$ cat src/logic/nes_pkg.sv
`default_nettype none

package nes_pkg;

  typedef logic [7:0]  byte_t;
  typedef logic [31:0] host_addr_t;
  typedef logic [15:0] sample_t;
  typedef logic [3:0]  dac_t;
  typedef logic [7:0]  buttons_t;   // {right, left, down, up, start, select, b, a}
  typedef logic [1:0]  phase_t;
  typedef logic [21:0] mem_addr_t;  // widest game address, modules use the low bits

  localparam byte_t  CONTROL_PAGE  = 8'hFF;
  localparam phase_t COMMIT_PHASE  = 2'd3;
  localparam int     DOWNLOAD_HOLD = 255;
  localparam int     DITHER_BITS   = 12;

  // byte-wide write bus from the host bridge
  typedef struct packed {
    logic       wr;
    host_addr_t addr;
    byte_t      data;
  } host_write_t;

  // one access on the shared memory port
  typedef struct packed {
    logic      we;
    logic      re;
    mem_addr_t addr;
    byte_t     data;
  } mem_req_t;

endpackage

`default_nettype wire
$ cat src/logic/audio_dac.sv
`timescale 1ns/1ps
`default_nettype none

module audio_dac (
  input  wire              clock,
  input  wire              i_hold,
  input  nes_pkg::sample_t i_sample,
  output nes_pkg::dac_t    o_audio
);

  localparam int DB    = nes_pkg::DITHER_BITS;
  localparam int OUT_W = $bits(nes_pkg::dac_t);

  logic [DB-1:0] acc;
  logic [DB:0]   sum;
  nes_pkg::dac_t upper;

  assign upper = i_sample[$bits(nes_pkg::sample_t)-1 -: OUT_W];
  assign sum   = {1'b0, acc} + {1'b0, i_sample[DB-1:0]};

  always_ff @(posedge clock)
  begin
    if (i_hold)
      acc <= '0;
    else
      acc <= sum[DB-1:0];                   // first-order error feedback
  end

  // carry picks the next code up, wraps at the top
  always_ff @(posedge clock)
  begin
    if (sum[DB] && !i_hold)
      o_audio <= upper + 1'b1;
    else
      o_audio <= upper;
  end

endmodule

`default_nettype wire

$ cat config.mk
export PLATFORM = sky130hd
export DESIGN_NAME = audio_dac
export DESIGN_NICKNAME = d
export VERILOG_FILES = /design/src/logic/nes_pkg.sv /design/src/logic/audio_dac.sv
export SDC_FILE = /design/constraint.sdc
export NUM_CORES = 1
export LEC_CHECK = 0
export BUFFER_PORTS_ARGS = -buffer_cell sky130_fd_sc_hd__buf_2
export CAP_MARGIN = 0
export CORE_MARGIN = 2
export CORE_UTILIZATION = 50
export DETAILED_ROUTE_END_ITERATION = 16
export PLACE_DENSITY = 0.82
export SYNTH_ARGS = -nofsm -noshare
export SYNTH_HDL_FRONTEND = slang
export SYNTH_SLANG_ARGS = --single-unit
$ cat constraint.sdc
create_clock -name clock -period 2.6 [get_ports clock]
set_clock_uncertainty 0.2 [all_clocks]
set_input_delay 0.13 -clock clock [delete_from_list [all_inputs] [get_ports clock]]
set_output_delay 0.13 -clock clock [all_outputs]
set_load 0.02 [all_outputs]
==> impl_metrics.tcl <==
set metrics [dict create \
    status "finished, final reports clean" \
    numPlacedInstances 150 \
    final_cell_count_no_fill 158 \
    hold_end "acc[6]" \
    synthArstFlopShare 0 \
    die-area_um2 2452 \
    slew_viol_final 0 \
    path_clk_slew_ps 100 \
    chipHeight_um 49.52 \
    ant_nets 0 \
    yosysUniqueCellTypes 36 \
    min_period_over_period 0.9336 \
    clock-sinks 16 \
    fin_ws_ps 172.6 \
    post-dp-hpwl_um 1674 \
    remaining_drc_errors 0 \
    cp-end-kind "flip-flop" \
    total_power_mw 1.111 \
    chipWidth_um 49.52 \
    synth_top_area_frac 0.3092 \
    synthCells 104 \
    synth_common_cells "dfxtp_1 (16), ha_1 (13), nor2_1 (11)" \
    r2r_start "acc[0]" \
    syn_avg_cell_area_um2 9.961 \
    fill_cells 187 \
    diodes 0 \
    yosys_warnings 0 \
    routedWlPerCell_um 13.69 \
    clk_path_buf_depth 2 \
    cts-root-buf "clkbuf_4" \
    holdPathStages 2 \
    reg2regPathDepth 7 \
    finalHoldViolations 0 \
    seq_area_frac_synth 0.3092 \
    vias 882 \
    seq_power_share 0.311 \
    critical_path.startpoint_type "flip-flop" \
    rows 16 \
    gr-usage-all-layers 0.1926 \
    synth_edf_count 0 \
    worstPathBufferInverterCount 0 \
    synth.largest_area_cell "dfxtp_1" \
    ff2ff_setup_slack_ps 170 \
    grt_pass1_vias 897 \
    max_slew_margin 0.7639 \
    tns_ps 0 \
    finalNetCount 164 \
    ir_drop_mv 0.6266 \
    power.density_nw_per_um2 892.9 \
    setup_viol 0 \
    crit_type "reg -> reg" \
    grt-ovfl-total 0 \
    start_util 0.5281 \
    crit_arrival_ps 2410 \
    cp_cell_sequence "ha_1, fa_1, a211oi_2, o21bai_2, o21a_1, a31oi_1, mux2_1" \
    gp_congestion 0.7282 \
    p_leak_nw 0.5795 \
    vias_per_cell 5.582 \
    drt-total-wl_um 2163 \
    required_ps 2590 \
    area_delta_synth_final_pct 20.05 \
    synth_top_flop_cell "dfxtp_1" \
    clkLatencyLatePin_ps 290 \
    dp_slack_ps 182.0 \
    synth_area_leaders "dfxtp_1 (31%), ha_1 (16%), nor2_1 (4.0%)" \
    ctsHtreeMaxLevel 1 \
    io_pins 22 \
    slowest_stage "fa_1" \
    drive_gt1_frac 0.2977 \
    ctsResizeCount 0 \
    hp-start "i_hold" \
    port_buffers 21 \
    grt_pass1_wl_um 3691 \
    rr_endpoint "acc[10]" \
    p_int_uw 683.3 \
    crit_family "compound AO/OA/AOI/OAI gates" \
    clkPwrFrac 0.152 \
    cts_buffers 3 \
    p_sw_frac 0.3847 \
    slowest_delay_ps 450 \
    finalCriticalPeriod_ps 2427 \
    cap_violations 0 \
    antenna_found_initial 0 \
    synth_area_um2 1036 \
    drt_iter0_drc 10 \
    grt_max_degree 20 \
    rsz0062_at_grt "no" \
    drt-pass1-iter-count 4 \
    tightest_slew_ps 354.2 \
    cp_max_fo 3 \
    yosysMostFrequentCell "dfxtp_1" \
    syn_nets 136 \
    max_freq_mhz 412.0 \
    ys_ff_latch 16 \
    hp-class "in -> reg" \
    switchingPower_uw 427.2 \
    coreArea_um2 1962 \
    combPwrFrac 0.538 \
    cts_tree "yes" \
]
power groups by stage:
stage	Sequential (mW)	Combinational, mW	Clock, mW
after floorplan	0.362	0.454	0
after global placement	0.347	0.559	0
after detailed placement	0.350	0.586	0
after CTS	0.344	0.596	0.174
after global routing	0.352	0.658	0.180
final	0.345	0.597	0.169
cell type report:
| cell class | count | area (um^2) | share of cell area |
|---|---|---|---|
| repair buffers | 25 | 145.1 | 0.1167 |
| clock buffers | 4 | 36.28 | 0.02918 |
| flip-flops and latches | 16 | 320.3 | 0.2575 |
| well taps | 27 | 33.78 | 0.02716 |
| multi-input cells | 86 | 708.2 | 0.5694 |
sequential cells by signal, summed over array words and instances (netlist names):
name,cells
acc,12
o_audio,4
per-layer routing:
metal	share of wire	routed length, um	vias up	global-route usage
met5	0	0	-	0
met4	0.0046	10	0	0.01389
met3	0.043	94	2	0.05455
met2	0.53	1147	18	0.3800
met1	0.42	910	416	0.2075
li1	-	-	446	-
kinds of logic after synthesis:
kind of cell | share of synthesized area
AOI/OAI and AO/OA | 0.2802
xor gates and xnor gates | 0.05072
adders and majority gates | 0.1763
buffers and inverters | 0.007239
DFF | 0.3092
muxes | 0.05796
and+or+nand+nor | 0.1184
timing repair:
action                    CTS  global route
buffers inserted            0             0
hold buffers                4             0
hold endpoints to repair    4             0
stage by stage:
step	util	hold slack [ps]	area, um^2
after floorplan	-	26.66	1036
after global placement	0.5950	124.1	1167
after detailed placement	0.5950	144.6	1167
after CTS	0.6339	5.112	1244
after global routing	0.6339	38.64	1244
final	0.6339	15.14	1244
how the worst max path moves through the flow:
stage	from	end	slack (ps)	cells after the start
2_1_floorplan	acc[0]	acc[10]	310	7
3_3_place_gp	acc[0]	acc[10]	250	7
3_5_place_dp	acc[0]	acc[10]	180	7
4_1_cts	acc[0]	acc[10]	170	7
5_1_grt	acc[0]	acc[10]	2	7
6_report	acc[0]	acc[10]	170	7
worst reg2reg max path, cell delays in order, from the launching register on:
cell and delay, ps:
dfxtp_1 310, ha_1 220, fa_1 450, a211oi_2 250, o21bai_2 130, o21a_1 220
a31oi_1 200, mux2_1 330
cell usage in the layout, fill, tap and decap left out, types with 2 or more instances in the layout:
cell / n
a211oi_1: 4
a211oi_2: 3
a21o_1: 4
a21oi_1: 4
a21oi_2: 2
a41oi_2: 2
buf_2: 21
clkbuf_4: 3
dfxtp_1: 16
dlygate4sd3_1: 4
ha_1: 13
mux2_1: 3
nor2_1: 11
nor2b_1: 6
nor3_1: 2
o21a_1: 3
o21ai_0: 5
xnor2_1: 2
xor2_1: 4
Note: power is estimated with default switching activity, not from simulation.
