==> src/logic/nes_pkg.sv <==
`default_nettype none

package nes_pkg;

  typedef logic [7:0]  byte_t;
  typedef logic [31:0] host_addr_t;
  typedef logic [15:0] sample_t;
  typedef logic [3:0]  dac_t;
  typedef logic [7:0]  buttons_t;   // {right, left, down, up, start, select, b, a}
  typedef logic [1:0]  phase_t;
  typedef logic [21:0] mem_addr_t;  // widest game address, modules use the low bits

  localparam byte_t  CONTROL_PAGE  = 8'hFF;
  localparam phase_t COMMIT_PHASE  = 2'd3;
  localparam int     DOWNLOAD_HOLD = 255;
  localparam int     DITHER_BITS   = 12;

  // byte-wide write bus from the host bridge
  typedef struct packed {
    logic       wr;
    host_addr_t addr;
    byte_t      data;
  } host_write_t;

  // one access on the shared memory port
  typedef struct packed {
    logic      we;
    logic      re;
    mem_addr_t addr;
    byte_t     data;
  } mem_req_t;

endpackage

`default_nettype wire
==> src/logic/spi_load_capture.sv <==
`timescale 1ns/1ps
`default_nettype none

module spi_load_capture #(
  parameter int LOAD_BYTES = 64
) (
  input  wire                 clock,
  input  wire                 i_reset,
  input  nes_pkg::host_write_t i_host,
  output logic                o_byte_stb,
  output nes_pkg::mem_addr_t  o_byte_addr,
  output nes_pkg::byte_t      o_byte_data,
  output logic                o_first_byte,
  output logic                o_load_done,
  output logic                o_sys_reset
);

  localparam int COUNT_W = $clog2(LOAD_BYTES + 1);

  logic                 wr_q;
  logic                 wr_rise;
  logic                 is_control;
  logic                 game_rise;
  logic                 seen_first;
  logic [COUNT_W-1:0]   load_count;
  nes_pkg::byte_t       ctrl_reg;

  assign wr_rise    = i_host.wr & ~wr_q;
  assign is_control = (i_host.addr[31:24] == nes_pkg::CONTROL_PAGE);
  assign game_rise  = wr_rise & ~is_control;

  always_ff @(posedge clock)
  begin
    if (i_reset)
    begin
      wr_q         <= 1'b0;
      ctrl_reg     <= '0;
      o_byte_stb   <= 1'b0;
      o_first_byte <= 1'b0;
      seen_first   <= 1'b0;
      load_count   <= '0;
    end
    else
    begin
      wr_q         <= i_host.wr;
      o_byte_stb   <= game_rise;
      o_first_byte <= game_rise & ~seen_first;
      if (game_rise)
        seen_first <= 1'b1;
      if (wr_rise && is_control)
        ctrl_reg <= i_host.data;           // host control register
      if (ctrl_reg[0])
        load_count <= '0;                  // forced reset restarts the load
      else if (game_rise && load_count != COUNT_W'(LOAD_BYTES))
        load_count <= load_count + 1'b1;
    end
  end

  // game byte payload, follows the strobe
  always_ff @(posedge clock)
  begin
    if (game_rise)
    begin
      o_byte_addr <= i_host.addr[$bits(nes_pkg::mem_addr_t)-1:0];
      o_byte_data <= i_host.data;
    end
  end

  assign o_load_done = (load_count == COUNT_W'(LOAD_BYTES)) && !ctrl_reg[0];
  assign o_sys_reset = ctrl_reg[0];

endmodule

`default_nettype wire

==> config.mk <==
export PLATFORM = sky130hd
export DESIGN_NAME = spi_load_capture
export DESIGN_NICKNAME = d
export VERILOG_FILES = /design/src/logic/nes_pkg.sv /design/src/logic/spi_load_capture.sv
export SDC_FILE = /design/constraint.sdc
export NUM_CORES = 1
export LEC_CHECK = 0
export ABC_AREA = 1
export BUFFER_PORTS_ARGS = -buffer_cell sky130_fd_sc_hd__buf_2
export CAP_MARGIN = 20
export CORE_ASPECT_RATIO = 0.9
export CORE_UTILIZATION = 40
export CTS_CLUSTER_DIAMETER = 60
export DETAILED_ROUTE_END_ITERATION = 16
export PLACE_DENSITY_LB_ADDON = 0.25
export SYNTH_ARGS = -nofsm -noshare
export SYNTH_HDL_FRONTEND = slang
export SYNTH_SLANG_ARGS = --single-unit
export TNS_END_PERCENT = 30
==> constraint.sdc <==
create_clock -name clock -period 4.61 [get_ports clock]
set_input_delay 0.922 -clock clock [delete_from_list [all_inputs] [get_ports clock]]
set_output_delay 0.922 -clock clock [all_outputs]
set_load 0.05 [all_outputs]
==> results of run 1 <==
cells by family (layout without fill, tap and decap cells):
logic type,after synthesis,in the layout,share of synthesized area (%)
and+or+nand+nor,63,63,20.0
DFF,42,42,74.3
buffers and inverters,13,96,3.18
adders and majority gates,2,2,1.63
AOI/OAI and AO/OA,1,1,0.325
xor gates and xnor gates,1,1,0.570
routing by layer:
metal	up-vias	track usage [%]	wire, µm
met5	-	0	0
met4	0	6.38	43
met3	7	6.77	272
met2	44	24.3	1420
met1	505	18.1	1180
li1	566	-	-
final cells by class:
type                    count  share of cell area [%]
clock inverters             2                    1.79
clock buffers               6                    3.46
inverters                  13                    2.32
flip-flops and latches     42                    54.4
repair buffers             75                    19.0
multi-input cells          67                    16.5
well taps                  44                    2.62
power by group:
group	switching, mW	internal, mW	leakage, nW
registers	0.00669	0.426	0.386
clock network	0.118	0.161	0.0514
logic	0.0829	0.0319	0.528
total	0.208	0.619	0.965
worst max-delay path: stages, from the launching register on:
cell and delay [ns]:
dfxtp_1 0.33, inv_1 0.09, ha_1 0.15, inv_1 0.04, nor2_1 0.10, nand3_2 0.12, nor2_1 0.09, buf_2 0.26
path summary, 6_finish.rpt:
path,depth (start not counted),endpoint,slack [ns],start
worst min-delay path,1,o_first_byte,0.42,seen_first
worst min register to register,1,o_first_byte,0.42,seen_first
worst max register to register,4,o_byte_addr[9],3.23,wr_q
worst max-delay path,7,o_load_done,2.21,load_count[0]
metrics by stage:
step                      std cells  worst slack [ns]  hold slack, ns  instance area, µm²  utilization, %
after global routing            249              2.08           0.446                2100            59.5
after detailed placement        240              2.03           0.416                1960            55.6
after floorplan                 122              2.26           0.399                1540               -
final                           249              2.21           0.423                2100            59.5
after CTS                       248              2.18           0.429                2070            58.7
after global placement          240              2.08           0.410                1960            55.6
synth_stat cells:
master	instances
nor2_1	23
edfxtp_1	30
nand2_2	1
nand3_1	7
a21oi_1	1
xor2_1	1
nor3_1	1
nor2_2	3
inv_1	13
dfxtp_1	12
nand2_1	21
ha_1	2
nand3_4	1
nand3_2	1
nand2_4	1
nor2_8	1
nand4_1	3
==> results_dict.tcl, run 1 <==
set metrics [dict create \
    syn_area_um2 1540 \
    wl_per_cell_um 11.7 \
    num_rows 20 \
    top_register "o_byte_addr" \
    multi_input_area_um2 347 \
    status "completed" \
    antenna_found_initial 0 \
    ys_types 17 \
    cts_tree "yes" \
    largest_register_ffs 22 \
    drc 0 \
    clock_latency_ns 0.29 \
    power_density_nw_per_um2 394 \
    synth_top_cells_by_area "edfxtp_1 59%, dfxtp_1 16%, nor2_1 5.6%" \
    p_leak_nw 0.965 \
    setup_tns_ns 0 \
    filler_cell_count 304 \
    finalWeightedCongestion 0.790 \
    drive_above_1_share_pct 43.9 \
    startpoint_type "flip-flop" \
    syn_inst 122 \
    grtUsageTotal_pct 15.3 \
    tightest_slew_ns 0.472 \
    ys_seq_elements 42 \
    finalCriticalPeriod_ns 2.40 \
    grt_max_degree 32 \
    synthToLayoutAreaGrowth_pct 36.6 \
    timing.fmax_mhz 417 \
    synth_top_area_share_pct 58.6 \
    finalWirelength_um 2920 \
    hold_violations 0 \
    clkSlewWorstSetupHoldPaths_ns 0.07 \
    avgSynthCellArea_um2 12.6 \
    postRouteAntennaNets 0 \
    dp_hpwl_um 2290 \
    cts_inserted_buffers 5 \
    die_y_um 60.8 \
    cts_root_buffer "clkbuf_8" \
    initial_core_util_pct 43.5 \
    antennaDiodeCount 0 \
    seqCellArea_um2 1140 \
    vias_per_cell 4.51 \
    grt_pass1_wl_um 4310 \
    maxSlewViolCount 0 \
    cts.sinks 42 \
    grt-ovfl-total 0 \
    grt_pass1_vias 971 \
    critPathRequiredTime_ns 3.69 \
    max_cap_violations 0 \
    p_total_mw 0.827 \
    reg_top3 "o_byte_addr: 22 flops, o_byte_data: 8 flops, load_count: 7 flops" \
    ir_drop_uv 164 \
    fin_skew_ns 0.00191 \
    layout_common_cells "74 x buf_2, 30 x edfxtp_1, 23 x nor2_1, 21 x nand2_1, 13 x inv_1" \
    cts_hold_buffers 0 \
    die_area_um2 4090 \
    cts.repair.resized 0 \
    crit_type "reg -> out" \
    io_pins 77 \
    grt_setup_unrepaired "false" \
    coreArea_um2 3530 \
    final-setup-viol-count 0 \
    relSlewSlack_pct 68.4 \
    arrival_ns 1.47 \
    cp-end-kind "output pin" \
    drt_first_pass_iters 4 \
    hp-class "reg -> reg" \
    drtIter0Drc 64 \
    postCtsSetupRepairBufs 0 \
    synth_fp_nets 167 \
    path_max_fanout 3 \
    mostFrequentLayoutCell "buf_2" \
    clk_path_buf_depth 2 \
    htreeDepth 2 \
    io_buffers 74 \
    fin_nets 249 \
    synth_top_area_cell "edfxtp_1" \
    die_x_um 67.3 \
    finalCritPeriodShare_pct 52.0 \
    via_count 1122 \
    yosysSeqAreaShare_pct 74.3 \
    ys_warn_count 0 \
]
No activity file was read; power rests on OpenSTA's default activity.
==> run 2: changes to the inputs <==
==> constraint.sdc (replaced) <==
create_clock -name clock -period 1.9 [get_ports clock]
set_input_delay 0.38 -clock clock [delete_from_list [all_inputs] [get_ports clock]]
set_output_delay 0.38 -clock clock [all_outputs]
set_load 0.05 [all_outputs]
==> results_dict.tcl, run 2 (synthesized netlist as in run 1, its figures left out) <==
set metrics [dict create \
    dpl_worst_slack_ns 0.343 \
    cts_tree "yes" \
    dp_hpwl_um 2280 \
    grt-ovfl-total 0 \
    relSlewSlack_pct 69.5 \
    die_x_um 67.3 \
    power_density_nw_per_um2 902 \
    antenna_found_initial 0 \
    fin_skew_ns 0.00509 \
    hold_violations 0 \
    final-setup-viol-count 0 \
    die_y_um 60.8 \
    wl_per_cell_um 12.0 \
    initial_core_util_pct 43.5 \
    arrival_ns 1.35 \
    top_register "o_byte_addr" \
    grt_pass1_wl_um 4570 \
    coreArea_um2 3530 \
    via_count 1112 \
    drc 0 \
    io_buffers 74 \
    ir_drop_uv 339 \
    reg_top3 "o_byte_addr: 22 flops, o_byte_data: 8 flops, load_count: 7 flops" \
    grt_max_degree 32 \
    cp-end-kind "output pin" \
    mostFrequentLayoutCell "buf_2" \
    setup_tns_ns 0 \
    setup_slack_ns 0.170 \
    maxSlewViolCount 0 \
    filler_cell_count 287 \
    hp-class "in -> reg" \
    num_rows 20 \
    cts_root_buffer "clkbuf_8" \
    cts_hold_buffers 0 \
    postRouteAntennaNets 0 \
    drt_first_pass_iters 4 \
    drtIter0Drc 46 \
    clkSlewWorstSetupHoldPaths_ns 0.08 \
    timing.fmax_mhz 578 \
    finalWirelength_um 2990 \
    grtUsageTotal_pct 16.0 \
    clock_latency_ns 0.29 \
    die_area_um2 4090 \
    max_cap_violations 0 \
    finalWeightedCongestion 0.797 \
    cts.sinks 42 \
    critPathRequiredTime_ns 1.52 \
    tightest_slew_ns 0.456 \
    grt_setup_unrepaired "false" \
    cts_inserted_buffers 5 \
    htreeDepth 2 \
    vias_per_cell 4.45 \
    path_max_fanout 3 \
    largest_register_ffs 22 \
    antennaDiodeCount 0 \
    p_leak_nw 0.959 \
    layout_common_cells "73 x buf_2, 30 x edfxtp_1, 22 x nor2_1, 21 x nand2_1, 13 x inv_1" \
    fin_nets 250 \
    io_pins 77 \
    grt_pass1_vias 1043 \
    clk_path_buf_depth 2 \
    drive_above_1_share_pct 44.7 \
    crit_type "reg -> out" \
    finalCriticalPeriod_ns 1.73 \
    hold_ws_ns 0.258 \
    finalCritPeriodShare_pct 91.1 \
    synthToLayoutAreaGrowth_pct 35.7 \
    status "completed" \
    startpoint_type "flip-flop" \
]
-- run 2: worst paths after layout --
kind                 start              end  slack, ns  depth (start not counted)
max          load_count[0]      o_load_done       0.17                          7
min             i_host[23]  o_byte_addr[15]       0.26                          1
max reg2reg  load_count[0]    load_count[2]       0.63                         10
min reg2reg     seen_first     o_first_byte       0.43                          1
-- run 2: layout make-up --
type                       instances  area (µm²)  share of cell area [%]
tap                               44        55.1                    2.64
timing repair buffer              76         404                    19.4
clock inverter                     2        13.8                   0.660
sequential                        42        1140                    54.7
clock buffer                       6        72.6                    3.48
inverter                          13        48.8                    2.34
multi-input combinational         67         349                    16.7
-- run 2: timing repair --
item | 4_1_cts | 5_1_grt
setup buffers | 0 | 1
endpoints found under the setup margin | 0 | 1
gates resized for setup | 0 | 4
-- run 2: layer usage --
| layer | routed length (µm) | up-vias | GRT usage, % | part of all wire (%) |
|---|---|---|---|---|
| met5 | 0 | - | 0 | 0 |
| met4 | 38 | 0 | 7.29 | 1.3 |
| met3 | 295 | 5 | 7.52 | 9.9 |
| met2 | 1460 | 46 | 25.9 | 49 |
| met1 | 1200 | 490 | 18.0 | 40 |
| li1 | - | 571 | - | - |
-- run 2: worst max-delay path, stage by stage (launching register included) --
cell	delay [ns]
dfxtp_1	0.33
inv_1	0.09
ha_1	0.15
inv_1	0.04
nor2_1	0.10
nand3_2	0.09
nor2_2	0.10
buf_6	0.16
-- run 2: metrics by stage --
stage	utilization, %	std cells	instance area (µm²)	power (mW)
finish	59.1	250	2080	1.88
global route	59.1	250	2080	1.96
CTS	58.6	249	2070	1.90
detailed placement	56.2	241	1980	1.35
global placement	56.2	241	1980	1.34
floorplan	-	122	1540	1.26
-- run 2: power breakdown --
group	internal, mW	switching [mW]	total (mW)
Sequential	1.03	0.0162	1.05
Clock	0.259	0.295	0.554
Combinational	0.0756	0.201	0.276
