## src/logic/nes_pkg.sv

```systemverilog
`default_nettype none

package nes_pkg;

  typedef logic [7:0]  byte_t;
  typedef logic [31:0] host_addr_t;
  typedef logic [15:0] sample_t;
  typedef logic [3:0]  dac_t;
  typedef logic [7:0]  buttons_t;   // {right, left, down, up, start, select, b, a}
  typedef logic [1:0]  phase_t;
  typedef logic [21:0] mem_addr_t;  // widest game address, modules use the low bits

  localparam byte_t  CONTROL_PAGE  = 8'hFF;
  localparam phase_t COMMIT_PHASE  = 2'd3;
  localparam int     DOWNLOAD_HOLD = 255;
  localparam int     DITHER_BITS   = 12;

  // byte-wide write bus from the host bridge
  typedef struct packed {
    logic       wr;
    host_addr_t addr;
    byte_t      data;
  } host_write_t;

  // one access on the shared memory port
  typedef struct packed {
    logic      we;
    logic      re;
    mem_addr_t addr;
    byte_t     data;
  } mem_req_t;

endpackage

`default_nettype wire
```

## src/logic/reset_sequencer.sv

```systemverilog
`timescale 1ns/1ps
`default_nettype none

module reset_sequencer (
  input  wire  clock,
  input  wire  i_reset,
  input  wire  i_first_byte,
  input  wire  i_load_done,
  input  wire  i_sys_reset,
  output logic o_nes_reset
);

  localparam int HOLD_W = $clog2(nes_pkg::DOWNLOAD_HOLD + 1);

  logic              init_hold;
  logic [HOLD_W-1:0] hold_count;

  always_ff @(posedge clock)
  begin
    if (i_reset)
    begin
      init_hold  <= 1'b1;
      hold_count <= HOLD_W'(nes_pkg::DOWNLOAD_HOLD);
    end
    else
    begin
      if (i_first_byte)
        init_hold <= 1'b0;                 // download has started
      if (!i_load_done)
        hold_count <= HOLD_W'(nes_pkg::DOWNLOAD_HOLD);
      else if (hold_count != '0)
        hold_count <= hold_count - 1'b1;   // post-load settle
    end
  end

  // console runs only with every source released
  assign o_nes_reset = !i_load_done || init_hold || (hold_count != '0) || i_sys_reset;

endmodule

`default_nettype wire

```

## config.mk

```make
export PLATFORM = sky130hd
export DESIGN_NAME = reset_sequencer
export DESIGN_NICKNAME = d
export VERILOG_FILES = /design/src/logic/nes_pkg.sv /design/src/logic/reset_sequencer.sv
export SDC_FILE = /design/constraint.sdc
export NUM_CORES = 1
export LEC_CHECK = 0
export ABC_AREA = 0
export ABC_CLOCK_PERIOD_IN_PS = 4019
export BUFFER_PORTS_ARGS = -buffer_cell sky130_fd_sc_hd__buf_2
export CORE_AREA = 3 3 40 42
export DETAILED_ROUTE_END_ITERATION = 10
export DIE_AREA = 0 0 43 45
export PLACE_DENSITY = 0.54
export RECOVER_POWER = 25
export SYNTH_ARGS = -nofsm -noshare
export SYNTH_HDL_FRONTEND = slang
export SYNTH_SLANG_ARGS = --single-unit
```

## constraint.sdc

```tcl
create_clock -name clock -period 4.02 [get_ports clock]
set_input_delay 0.804 -clock clock [delete_from_list [all_inputs] [get_ports clock]]
set_output_delay 0.804 -clock clock [all_outputs]
set_load 0.01 [all_outputs]
```

==> out/results.tsv, run 1 <==
stage	metric	value	unit
outcome	status	finished clean	
power	Power Dens Cells	321	nW/µm²
place	Setup WS pre-CTS	1.62	ns
sta	Tmin final	2.68	ns
floorplan	Core Region	1280	µm²
setup_path	CP Capture Point	o_nes_reset	
sta	Post-Route Skew	0.00328	ns
clock_network	Worst-Skew Late Latency	0.26	ns
drt	number of remaining DRC errors	0	
place	placed cells	70	
drt	routed vias	391	
setup_path	critical path endpoint category	primary output	
logic_synthesis	synthesized area	475	µm²
setup_path	Max FO, Critical Path	6	
drt	DRT Pass-1 Iters	3	
logic_synthesis	Synth Area in Adders	0.0526	
logic_synthesis	average size of a mapped cell	9.14	µm²
clock_network	PostCTS Resize Cnt	0	
clock_network	hold buffer count at cts	0	
clock_network	# clock sinks	9	
final_layout	commonest cells after routing, fill and taps aside	dfxtp_1, o21ai_0, buf_2	
power	static leakage power	0.200	nW
clock_network	CTS root buf	clkbuf_4	
sta	setup ws final	1.34	ns
clock_network	clock-pin slew of the registers on the worst-case setup and hold paths	0.06	ns
job	number of max-cap violations	0	
drt	Via-to-Cell Ratio	5.28	
place	Placer Congestion	0.722	
floorplan	row cnt	13	
floorplan	total die area	1940	µm²
setup_path	CP startpoint kind	flip-flop	
setup_path	FF-to-FF setup slack	2.38	ns
sta	period utilization	0.667	
logic_synthesis	Yosys top cell area share	0.379	
global_route	vias in the first global route	382	
final_layout	final instance area	531	µm²
global_route	largest net degree at the start of global routing	9	
drt	routed wire length per instance	11.8	µm
global_route	gr ovfl total	0	
logic_synthesis	sequential area share after synthesis	0.379	
logic_synthesis	cells after synthesis	52	
final_layout	number of diodes	0	
final_layout	fillers	129	
logic_synthesis	Synth Area in Simple Gates	0.213	
place	Placed Area	503	µm²
clock_network	CTS Buf Count	3	
floorplan	IO Pins	6	
place	number of port buffers	5	
drt	number of routed nets with antenna violations	0	
logic_synthesis	syn nets	59	
logic_synthesis	Compound-Gate Fraction of Synth Area	0.221	
worst_hold_path	Worst Hold Class	reg2reg	
sta	Slew HR	0.674	
setup_path	RR Endpoint	hold_count[3]	
setup_path	worst path required time	3.22	ns
global_route	All-Layer GR Usage	0.109	
floorplan	Initial Util	0.370	
setup_path	launch point of the worst path	hold_count[0]	
sta	Final Hold Fails	0	
clock_network	CTS tree	done	
sta	FMAX	373	MHz
drt	Total Routed Length	870	µm
clock_network	# H-tree levels	1	
global_route	initial antenna violation count	0	
logic_synthesis	#FFs+latches synth	9	
setup_path	R2R Path Start	hold_count[0]	
global_route	wire length of the first global-routing pass	1550	µm
logic_synthesis	mux contribution to synthesized area	0.0211	
final_layout	synth-to-layout area growth	11.6	%
drt	Initial DRC Count	8	
sta	Min Hold Slack	0.480	ns
final_layout	nets@finish	67	
setup_path	Worst Setup Path Type	reg2out	
floorplan	Die Span X	43	µm
logic_synthesis	main combinational cell family by area after synthesis	compound AO/OA/AOI/OAI gates	
setup_path	FF-to-FF path depth	5	
clock_network	setup bufs post-CTS	0	
sta	final setup vio count	0	
final_layout	fin cells	74	
logic_synthesis	largest area contributor in the netlist	dfxtp_1	
logic_synthesis	Netlist cell types	23	
final_layout	commonest non-fill, non-tap cell in the layout	dfxtp_1	
final_layout	Final Util	0.413	
logic_synthesis	warnings from Yosys	0	
sta	actual slew at the worst max-slew pin	0.488	ns
power	Max VDD drop	0.257	mV
final_layout	share of layout cells above drive strength 1	0.237	
setup_path	WP data arrival	1.88	ns
logic_synthesis	synth top area cells	dfxtp_1, o21ai_0, xnor2_1	
sta	RSZ-0062 raised after global routing	false	
clock_network	Longest Clk Path Bufs	2	
sta	setup TNS	0	ns
sta	Slew Viols, Final	0	
place	post-detail-place hpwl	616	µm
floorplan	die height	45	µm
power	total power draw	170	µW
logic_synthesis	XOR/XNOR share of the synthesized area	0.0553	
## critical path: stages (launching register included)
cell and delay, ns:
dfxtp_1 0.36, inv_1 0.11, ha_1 0.16, or3b_2 0.52
nor2_1 0.23, nand3_1 0.10, buf_2 0.15
## cell type report
| cell class | count | area, µm² | area share |
|---|---|---|---|
| clock buffers | 3 | 22.5 | 0.0425 |
| clock inverters | 1 | 5.00 | 0.00943 |
| inverters | 3 | 11.3 | 0.0212 |
| multi-input cells | 38 | 268 | 0.505 |
| flip-flops and latches | 9 | 180 | 0.340 |
| well taps | 15 | 18.8 | 0.0354 |
| repair buffers | 5 | 25.0 | 0.0472 |
## Yosys cell counts, drive strengths merged
library cell / instances
a21oi: 1
nor3b: 2
nor2b: 1
nand3: 2
a21o: 1
a21boi: 1
nor4: 1
o22ai: 1
nor3: 4
or4: 1
buf: 2
or3b: 2
o41ai: 1
nor2: 4
o211ai: 3
xnor2: 3
inv: 3
a21bo: 1
ha: 2
dfxtp: 9
o21ai: 6
mux2i: 1
## cell families after synthesis
kind of cell             Yosys count
AO/OA/AOI/OAI                     15
XOR/XNOR                           3
adder cells (fa/ha/maj)            2
buffers and inverters              5
flip-flops                         9
multiplexers                       1
AND/OR/NAND/NOR                   17
## state kept, by name, indices dropped and copies added, names as in the netlist
register and cells:
hold_count 8, init_hold 1
## worst min path at each step
| stage | slack [ns] | depth (start not counted) | startpoint | to |
|---|---|---|---|---|
| after floorplan | 0.43 | 1 | init_hold | init_hold |
| after global placement | 0.45 | 1 | init_hold | init_hold |
| final | 0.48 | 1 | init_hold | init_hold |
| after global routing | 0.50 | 1 | init_hold | init_hold |
| after detailed placement | 0.45 | 1 | init_hold | init_hold |
| after CTS | 0.47 | 1 | init_hold | init_hold |
## power by group
part | switching [mW] | internal, mW | leakage [nW] | total [mW]
registers | 0.00197 | 0.0909 | 0.0735 | 0.0928
clock network | 0.0333 | 0.0368 | 0.0177 | 0.0700
logic | 0.00359 | 0.00359 | 0.109 | 0.00719
total | 0.0388 | 0.131 | 0.200 | 0.170
## layer usage
metal / routed length [µm] / vias up / share of wire / global-route usage
met5: 0 / - / 0 / 0
met4: 12 / 0 / 0.014 / 0.0361
met3: 57 / 2 / 0.066 / 0.0598
met2: 345 / 9 / 0.40 / 0.162
met1: 455 / 178 / 0.52 / 0.136
li1: - / 202 / - / -
(Power assumes the default switching activity.)
==> run 2, diff against run 1 <==
Settings changed: ABC_CLOCK_PERIOD_IN_PS 4019 to 2600.
Clock period 4.02 ns to 2.6 ns, I/O delays scaled along.
==> run 2 against run 1 <==
Effect of this change: utilization is 0.097 points lower; global-route usage is 0.33 points higher; die area stayed put; register-to-register slack worse by 1.4 ns; clock skew is 0.0029 ns lower; critical path depth stayed put; critical path type unchanged; critical endpoint unchanged; largest power group unchanged.
==> out/results.tsv, run 2 (synthesis results as in run 1) <==
stage	metric	value	unit
floorplan	total die area	1940	µm²
power	static leakage power	0.198	nW
final_layout	multi-input logic area	268	µm²
floorplan	row cnt	13	
global_route	initial antenna violation count	0	
power	Power Dens Cells	492	nW/µm²
setup_path	worst path required time	2.08	ns
worst_hold_path	Worst Hold Class	in2reg	
setup_path	WP data arrival	1.90	ns
clock_network	CTS root buf	clkbuf_4	
global_route	gr ovfl total	0	
setup_path	Worst Setup Path Type	reg2out	
final_layout	synth-to-layout area growth	11.3	%
final_layout	FF/Latch Area	180	µm²
setup_path	FF-to-FF setup slack	0.93	ns
place	placed cells	70	
power	Max VDD drop	0.270	mV
final_layout	fillers	135	
sta	Tmin final	2.42	ns
sta	Slew Viols, Final	0	
drt	Total Routed Length	934	µm
final_layout	top flop regs	hold_count x8, init_hold x1	
clock_network	# clock sinks	9	
clock_network	PostCTS Resize Cnt	0	
clock_network	CTS tree	done	
clock_network	setup bufs post-CTS	0	
global_route	largest net degree at the start of global routing	9	
drt	DRT Pass-1 Iters	4	
floorplan	Die Span X	43	µm
final_layout	commonest cells after routing, fill and taps aside	dfxtp_1, o21ai_0, buf_2	
floorplan	Initial Util	0.370	
place	Placer Congestion	0.665	
clock_network	CTS Buf Count	3	
drt	number of remaining DRC errors	0	
final_layout	number of diodes	0	
setup_path	Max FO, Critical Path	6	
global_route	vias in the first global route	335	
sta	Final Hold Fails	0	
floorplan	die height	45	µm
floorplan	IO Pins	6	
clock_network	clock-pin slew of the registers on the worst-case setup and hold paths	0.06	ns
global_route	All-Layer GR Usage	0.113	
sta	final setup vio count	0	
final_layout	commonest non-fill, non-tap cell in the layout	dfxtp_1	
sta	Post-Route Skew	0.000380	ns
floorplan	Core Region	1280	µm²
clock_network	hold buffer count at cts	0	
power	total power draw	260	µW
drt	Initial DRC Count	7	
drt	Via-to-Cell Ratio	5.27	
final_layout	share of layout cells above drive strength 1	0.220	
worst_hold_path	Hold Crit Start	i_reset	
sta	setup TNS	0	ns
place	post-detail-place hpwl	655	µm
sta	Slew HR	0.649	
final_layout	Top reg by flops	hold_count	
drt	routed wire length per instance	12.6	µm
sta	actual slew at the worst max-slew pin	0.525	ns
setup_path	CP startpoint kind	flip-flop	
sta	Min Hold Slack	0.455	ns
outcome	status	finished clean	
setup_path	R2R Path Start	hold_count[0]	
setup_path	launch point of the worst path	hold_count[0]	
setup_path	critical path endpoint category	primary output	
drt	number of routed nets with antenna violations	0	
drt	routed vias	390	
clock_network	Worst-Skew Late Latency	0.26	ns
sta	RSZ-0062 raised after global routing	false	
place	number of port buffers	5	
global_route	wire length of the first global-routing pass	1610	µm
final_layout	nets@finish	67	
clock_network	# H-tree levels	1	
sta	period utilization	0.930	
job	number of max-cap violations	0	
final_layout	Final Util	0.412	
final_layout	max reg flops	8	
final_layout	fin cells	74	
sta	FMAX	414	MHz
clock_network	Longest Clk Path Bufs	2	
## run 2: report_power, final
part / switching [mW] / leakage [nW] / internal [mW]
combinational: 0.00573 / 0.109 / 0.00555
clock: 0.0467 / 0.0150 / 0.0590
sequential: 0.00292 / 0.0735 / 0.141
## run 2: area by class of cell
type,count,area share
flip-flops and latches,9,0.340
well taps,15,0.0355
repair buffers,5,0.0473
inverters,3,0.0213
clock buffers,4,0.0496
multi-input cells,38,0.506
## run 2: path summary, 6_finish.rpt
path | depth (start not counted) | to
worst min register to register | 1 | init_hold
worst max register to register | 5 | hold_count[3]
worst min-delay path | 2 | init_hold
worst max-delay path | 6 | o_nes_reset
## run 2: per-stage QoR
step           instance area, µm²  worst slack (ns)
2_1_floorplan                 475             0.651
3_3_place_gp                  503             0.473
3_5_place_dp                  503             0.467
4_1_cts                       529             0.177
5_1_grt                       529            0.0290
6_report                      529             0.183
## run 2: per-layer routing
metal / wire length, µm / track usage / up-vias
met4: 0 / 0.0361 / 0
met3: 59 / 0.0598 / 0
met1: 482 / 0.158 / 174
li1: - / - / 204
met2: 391 / 0.147 / 12
met5: 0 / 0 / -
## run 2: critical path, stage by stage, from the launching register on
cell	delay, ns
dfxtp_1	0.35
inv_1	0.12
ha_1	0.16
or3b_2	0.53
nor2_1	0.23
nand3_1	0.10
buf_2	0.14
