<file path="config.mk">
export PLATFORM = sky130hd
export DESIGN_NAME = mem_arbiter
export DESIGN_NICKNAME = d
export VERILOG_FILES = /design/src/logic/nes_pkg.sv /design/src/logic/mem_arbiter.sv
export SDC_FILE = /design/constraint.sdc
export NUM_CORES = 1
export LEC_CHECK = 0
export BUFFER_PORTS_ARGS = -buffer_cell sky130_fd_sc_hd__buf_2
export CORE_MARGIN = 10
export CORE_UTILIZATION = 40
export CTS_BUF_LIST = sky130_fd_sc_hd__clkbuf_4 sky130_fd_sc_hd__clkbuf_8
export DETAILED_ROUTE_END_ITERATION = 12
export PLACE_DENSITY_LB_ADDON = 0.05
export SLEW_MARGIN = 10
export SYNTH_ARGS = -nofsm -noshare
export SYNTH_HDL_FRONTEND = slang
export SYNTH_SLANG_ARGS = --single-unit
</file>
<file path="constraint.sdc">
create_clock -name clock -period 2 [get_ports clock]
set_input_delay 0.4 -clock clock [delete_from_list [all_inputs] [get_ports clock]]
set_output_delay 0.4 -clock clock [all_outputs]
set_load 0.02 [all_outputs]
</file>
<file path="src/logic/nes_pkg.sv">
`default_nettype none

package nes_pkg;

  typedef logic [7:0]  byte_t;
  typedef logic [31:0] host_addr_t;
  typedef logic [15:0] sample_t;
  typedef logic [3:0]  dac_t;
  typedef logic [7:0]  buttons_t;   // {right, left, down, up, start, select, b, a}
  typedef logic [1:0]  phase_t;
  typedef logic [21:0] mem_addr_t;  // widest game address, modules use the low bits

  localparam byte_t  CONTROL_PAGE  = 8'hFF;
  localparam phase_t COMMIT_PHASE  = 2'd3;
  localparam int     DOWNLOAD_HOLD = 255;
  localparam int     DITHER_BITS   = 12;

  // byte-wide write bus from the host bridge
  typedef struct packed {
    logic       wr;
    host_addr_t addr;
    byte_t      data;
  } host_write_t;

  // one access on the shared memory port
  typedef struct packed {
    logic      we;
    logic      re;
    mem_addr_t addr;
    byte_t     data;
  } mem_req_t;

endpackage

`default_nettype wire
</file>
<file path="src/logic/mem_arbiter.sv">
`timescale 1ns/1ps
`default_nettype none

module mem_arbiter #(
  parameter int GAME_ADDR_BITS = 12
) (
  input  wire                clock,
  input  wire                i_reset,
  input  wire                i_byte_stb,
  input  nes_pkg::mem_addr_t i_byte_addr,
  input  nes_pkg::byte_t     i_byte_data,
  input  wire                i_load_done,
  input  nes_pkg::mem_req_t  i_cpu_req,
  output nes_pkg::mem_req_t  o_mem_req
);

  nes_pkg::phase_t           phase;
  logic                      staged;
  logic [GAME_ADDR_BITS-1:0] stage_addr;
  nes_pkg::byte_t            stage_data;
  logic                      commit;
  logic                      cpu_grant;

  assign commit = staged && (phase == nes_pkg::COMMIT_PHASE);

  // a pending loader byte keeps the port until it lands
  assign cpu_grant = i_load_done && !staged;

  always_ff @(posedge clock)
  begin
    if (i_reset)
    begin
      phase  <= '0;
      staged <= 1'b0;
    end
    else
    begin
      phase <= phase + 2'd1;                // free-running clock-enable phase
      if (commit)
        staged <= 1'b0;
      if (i_byte_stb)
        staged <= 1'b1;                     // new byte wins over a same-cycle commit
    end
  end

  always_ff @(posedge clock)
  begin
    if (i_byte_stb)
    begin
      stage_addr <= i_byte_addr[GAME_ADDR_BITS-1:0];
      stage_data <= i_byte_data;
    end
  end

  always_comb
  begin
    o_mem_req = '0;
    if (cpu_grant)
      o_mem_req = i_cpu_req;                // cpu owns the port after the load
    else if (commit)
    begin
      o_mem_req.we                       = 1'b1;
      o_mem_req.addr[GAME_ADDR_BITS-1:0] = stage_addr;
      o_mem_req.data                     = stage_data;
    end
  end

endmodule

`default_nettype wire

</file>
==> results of run 1 <==
placed cells by master (no fill, tap or decap):
cell and instances:
a32o_1 20, clkbuf_4 3, buf_2 87, nor2b_1 1
edfxtp_1 20, dfxtp_1 2, dfxtp_2 1, clkinv_2 1
a21oi_1 1, inv_1 1, a22o_1 1, nor2_1 1
nor2b_4 1, nand2b_1 1, and2_1 11, buf_4 3
ha_4 1
per-layer routing:
metal	global-route usage, %	vias to the layer above	share of wire [%]
met5	0	-	0
met2	19.0	51	47
met3	6.28	4	11
met4	3.87	0	0.98
li1	-	458	-
met1	13.8	428	42
flip-flops by register name, indices dropped and copies added, names as in the netlist:
name,cells
phase,2
stage_addr,12
stage_data,8
staged,1
critical path, stage by stage (launching register included):
cell     delay [ns]
dfxtp_2        0.50
nor2b_4        0.07
buf_4          0.19
a32o_1         0.21
buf_2          0.16
area by class of cell:
type / instances / area (µm²)
clock inverter: 1 / 5.00
sequential: 23 / 662
fill: 215 / 951
timing repair buffer: 90 / 458
multi-input combinational: 38 / 338
clock buffer: 3 / 22.5
tap: 30 / 37.5
inverter: 1 / 3.75
power breakdown:
group / internal (W) / total (W) / switching [W]
clock: 0.0000745 / 0.000207 / 0.000133
sequential: 0.000563 / 0.000581 / 0.0000178
combinational: 0.000102 / 0.000222 / 0.000120
total: 0.000739 / 0.00101 / 0.000271
timing repair:
action | CTS | global route
pin swaps | 0 | 0
gates cloned | 0 | 0
setup endpoints to repair | 21 | 32
hold buffers | 0 | 0
gates resized for setup | 1 | 2
per-stage QoR:
stage                     setup WS, ns  area (µm²)
after floorplan                  0.512        1030
after global placement           0.188        1490
after detailed placement         0.156        1490
after CTS                       0.0180        1520
after global routing            0.0858        1530
final                            0.176        1530
worst max-delay path by stage:
| stage | startpoint | endpoint | slack, ns | cells after the start |
|---|---|---|---|---|
| after detailed placement | phase[0] | o_mem_req[9] | 0.16 | 3 |
| final | staged | o_mem_req[19] | 0.18 | 4 |
| after CTS | staged | o_mem_req[19] | 0.02 | 4 |
| after floorplan | phase[0] | o_mem_req[10] | 0.51 | 3 |
| after global placement | phase[0] | o_mem_req[17] | 0.19 | 3 |
| after global routing | staged | o_mem_req[10] | 0.09 | 4 |
cells by family after synthesis:
group                      synth area share (%)
AOI/OAI and AO/OA                          20.7
adders and majority gates                  1.21
buffers and inverters                      4.72
DFF                                        63.8
and+or+nand+nor                            9.55
==> results.yml, run 1 <==
outcome:
  status: "complete, no violations"
die:
  die_area_um2: 5020
  io_pins: 98
  start_util_pct: 41.8
  core_um2: 2480
  num_rows: 18
  die_y_um: 70.9
  die_x_um: 70.9
logic_synthesis:
  yosys.area.top_type: "edfxtp_1"
  syn_inst: 69
  yosysSeqAreaShare_pct: 63.8
  async_reset_ff_share_pct: 0
  ys_seq_elements: 23
  avgSynthCellArea_um2: 15.0
  synth.top_cell.area_share_pct: 58.0
  synth-edff-count: 20
  synth.cell_area_um2: 1030
  yosysWarnings: 0
  ys.flop_type: "edfxtp_1"
  synth.distinct_cells: 15
  netlist_top_cells_area: "edfxtp_1 58%, a32o_1 19%, and2_1 6.7%"
  synthTopCellsByCount: "20 x a32o_1, 20 x edfxtp_1, 11 x and2_1"
  syn_nets: 136
grt:
  antenna_found_initial: 0
  grt_usage_pct: 12.1
  globalRoute.totalOverflow: 0
  grt_pass1_wl_mm: 5.06
  grt_pass1_vias: 1049
  grt_max_degree: 23
place:
  finalWeightedCongestion: 0.683
  io_buffers: 87
  placed_cells: 182
setup_path:
  r2r_cells: 3
  cp_max_fo: 18
  worst-r2r-setup-slack_ns: 0.98
  crit_arrival_ns: 1.42
  cp-end-kind: "output port"
  cp-start-kind: "flop"
  r2r-end: "staged"
  path_class: "reg2out"
  r2r_start: "staged"
  worstPathRequired_ns: 1.60
clock_tree:
  clkTransAtPathRegs_ns: 0.12
  cts_tree: "yes"
  htreeDepth: 1
  root_buffer: "clkbuf_4"
  clock_latency_ns: 0.30
  cts.sinks: 23
  clock_path_buffers: 2
  cts_buffers: 3
  cts_setup_buffers: 0
cells_and_area:
  stdcell_count: 186
  final_net_count: 224
  final_util_pct: 61.6
  drive_gt1_share_pct: 62.2
  syn2layout_area_growth_pct: 47.5
  num_antenna_cells: 0
sta:
  post-route-min-period_ns: 1.82
  clock_skew_ns: 0.00581
  rsz0062_at_grt: "false"
  drv_slew: 0
  tns_ns: 0
  hold_viol: 0
  period_share_pct: 91.2
  hold_ws_ns: 0.259
  max_freq_mhz: 548
  slew_headroom_pct: 69.7
  setup_violations: 0
  tightest_slew_ns: 0.454
routing:
  first_pass_iters: 4
  totalWireLength_mm: 3.18
  wl_per_cell_um: 17.1
  drt_iter0_drc: 48
  drtAntennaViolNets: 0
  drc: 0
  vias: 941
  avgViaCountPerCell: 5.06
min_path:
  whs_path_depth: 1
  min_to: "stage_addr[4]"
  hold_class: "in2reg"
  min_from: "i_byte_addr[4]"
pwr:
  irDropWorstVdd_uv: 551
  p_total_w: 0.00101
  p_per_area_nw_per_um2: 662
  p_leak_nw: 0.739
job:
  max_cap_violations: 0
Note: power is estimated with default switching activity, not from simulation.
==> run 2: changes to the inputs <==
ABC_AREA = 1   (was default)
CORE_UTILIZATION = 41   (was 40)
SLEW_MARGIN = default   (was 10)
==> run 2 against run 1 <==
  * Final cell count up 31%
  * Sequential share of layout area down 1.2 points
  * Cell area rose by 2.5%
  * Largest power group unchanged
  * Utilization grew 0.44 points
  * Critical path type unchanged
==> results.yml, run 2 <==
place:
  placed_cells: 239
  dp_hpwl_mm: 2.57
  io_buffers: 87
  dpl_cell_area_um2: 1540
  finalWeightedCongestion: 0.659
grt:
  grt_pass1_vias: 1115
  antenna_found_initial: 0
  globalRoute.totalOverflow: 0
  grt_usage_pct: 11.3
  grt_max_degree: 22
  grt_pass1_wl_mm: 4.76
cells_and_area:
  stdcell_count: 243
  num_antenna_cells: 0
  final_util_pct: 62.1
  largest_reg_flops: 12
  layout_common_cells: "87 x buf_2, 62 x nand2_1, 20 x edfxtp_1, 15 x inv_1, 13 x nor2_1"
  final_net_count: 281
  syn2layout_area_growth_pct: 42.8
  fillCellCount: 213
  fin_area_um2: 1570
  drive_gt1_share_pct: 46.0
  final_common_cell: "buf_2"
  largest_register: "stage_addr"
  top_regs: "stage_addr: 12 flops, stage_data: 8 flops, phase: 2 flops"
min_path:
  whs_path_depth: 2
  min_to: "phase[0]"
  hold_class: "in2reg"
  min_from: "i_reset"
setup_path:
  r2r_cells: 4
  cp-start-kind: "flop"
  r2r_start: "phase[0]"
  worstPathRequired_ns: 1.60
  worst-r2r-setup-slack_ns: 1.18
  cp-end-kind: "output port"
  path_class: "reg2out"
  r2r-end: "staged"
  cp_max_fo: 20
  crit_arrival_ns: 1.44
die:
  die_y_um: 71.7
  start_util_pct: 43.5
  num_rows: 18
  die_area_um2: 5140
  io_pins: 98
  die_x_um: 71.7
  core_um2: 2520
routing:
  avgViaCountPerCell: 4.30
  first_pass_iters: 4
  totalWireLength_mm: 3.06
  vias: 1046
  wl_per_cell_um: 12.6
  drtAntennaViolNets: 0
  drc: 0
  drt_iter0_drc: 14
clock_tree:
  htreeDepth: 1
  hold_buffers: 0
  clkTransAtPathRegs_ns: 0.12
  cts.sinks: 23
  cts_tree: "yes"
  cts_buffers: 3
  cts_setup_buffers: 0
  clock_path_buffers: 2
  clock_latency_ns: 0.31
  root_buffer: "clkbuf_4"
  cts_resized: 0
sta:
  post-route-min-period_ns: 1.84
  drv_slew: 0
  max_freq_mhz: 543
  setup_violations: 0
  tightest_slew_ns: 0.457
  hold_viol: 0
  slew_headroom_pct: 69.5
  rsz0062_at_grt: "false"
  period_share_pct: 92.1
  tns_ns: 0
  clock_skew_ns: 0.00414
logic_synthesis:
  synth.top_cell.area_share_pct: 54.8
  synthTopCellsByCount: "62 x nand2_1, 20 x edfxtp_1, 15 x inv_1"
  yosysSeqAreaShare_pct: 60.3
  async_reset_ff_share_pct: 0
  synth-edff-count: 20
  synth.cell_area_um2: 1100
  ys_seq_elements: 23
  avgSynthCellArea_um2: 8.77
  synth.most_common_cell: "nand2_1"
  netlist_top_cells_area: "edfxtp_1 55%, nand2_1 21%, dfxtp_1 5.5%"
  syn_nets: 192
  syn_inst: 125
  yosys.area.top_type: "edfxtp_1"
  yosysWarnings: 0
  synth.distinct_cells: 12
  ys.flop_type: "edfxtp_1"
pwr:
  irDropWorstVdd_uv: 450
  p_per_area_nw_per_um2: 634
  p_leak_nw: 0.930
  p_total_w: 0.000992
outcome:
  status: "complete, no violations"
job:
  max_cap_violations: 0
-- run 2: cell count changes after synthesis, moves of 3 or more --
cell,previous run,this run
nand2_1,0,62
a32o_1,20,0
inv_1,1,15
nor2_1,1,13
and2_1,11,0
buf_2,3,0
-- run 2: stage by stage --
| stage | hold slack, ns | setup slack, ns |
|---|---|---|
| 2_1_floorplan | 0.395 | 0.601 |
| 3_3_place_gp | 0.405 | 0.407 |
| 3_5_place_dp | 0.416 | 0.391 |
| 4_1_cts | 0.242 | 0.0250 |
| 5_1_grt | 0.231 | 0.0396 |
| 6_report | 0.253 | 0.159 |
-- run 2: routing by layer --
metal,vias to the layer above,wire length (µm),GRT usage [%]
met1,433,1130,10.6
li1,551,-,-
met4,0,34,3.87
met5,-,0,0
met2,58,1470,20.2
met3,4,418,6.47
-- run 2: logic make-up after synthesis --
group                      after synthesis  synth area share, %
buffers and inverters                   22                 10.3
and+or+nand+nor                         78                 27.9
adders and majority gates                1                 1.14
AOI/OAI and AO/OA                        1                0.456
DFF                                     23                 60.3
-- run 2: critical path, cell delays in order, from the launching register on --
cell and delay (ns):
dfxtp_1 0.36, ha_1 0.18, nand2_2 0.09, inv_4 0.17
nand2_1 0.08, nand2_1 0.08, buf_2 0.17
-- run 2: final cells by class --
cell class                 instances  area [µm²]  share of cell area [%]
clock buffer                       3        22.5                    1.44
clock inverter                     1        5.00                   0.320
inverter                          17        66.3                    4.24
multi-input combinational         80         323                    20.6
sequential                        23         661                    42.2
tap                               30        37.5                    2.40
timing repair buffer              89         450                    28.8
-- run 2: power breakdown --
group	switching (W)	internal, W	leakage, nW	total (W)
clock network	0.000134	0.0000747	0.0177	0.000209
logic	0.000124	0.0000847	0.691	0.000208
registers	0.0000122	0.000562	0.221	0.000575
total	0.000270	0.000722	0.930	0.000992
-- run 2: worst max path at each step --
stage / from / end / slack, ns / depth (start not counted)
floorplan: i_load_done / o_mem_req[20] / 0.60 / 5
global placement: phase[0] / o_mem_req[13] / 0.41 / 6
detailed placement: phase[0] / o_mem_req[11] / 0.39 / 6
CTS: phase[0] / o_mem_req[11] / 0.02 / 6
global route: phase[0] / o_mem_req[0] / 0.04 / 6
finish: phase[0] / o_mem_req[11] / 0.16 / 6
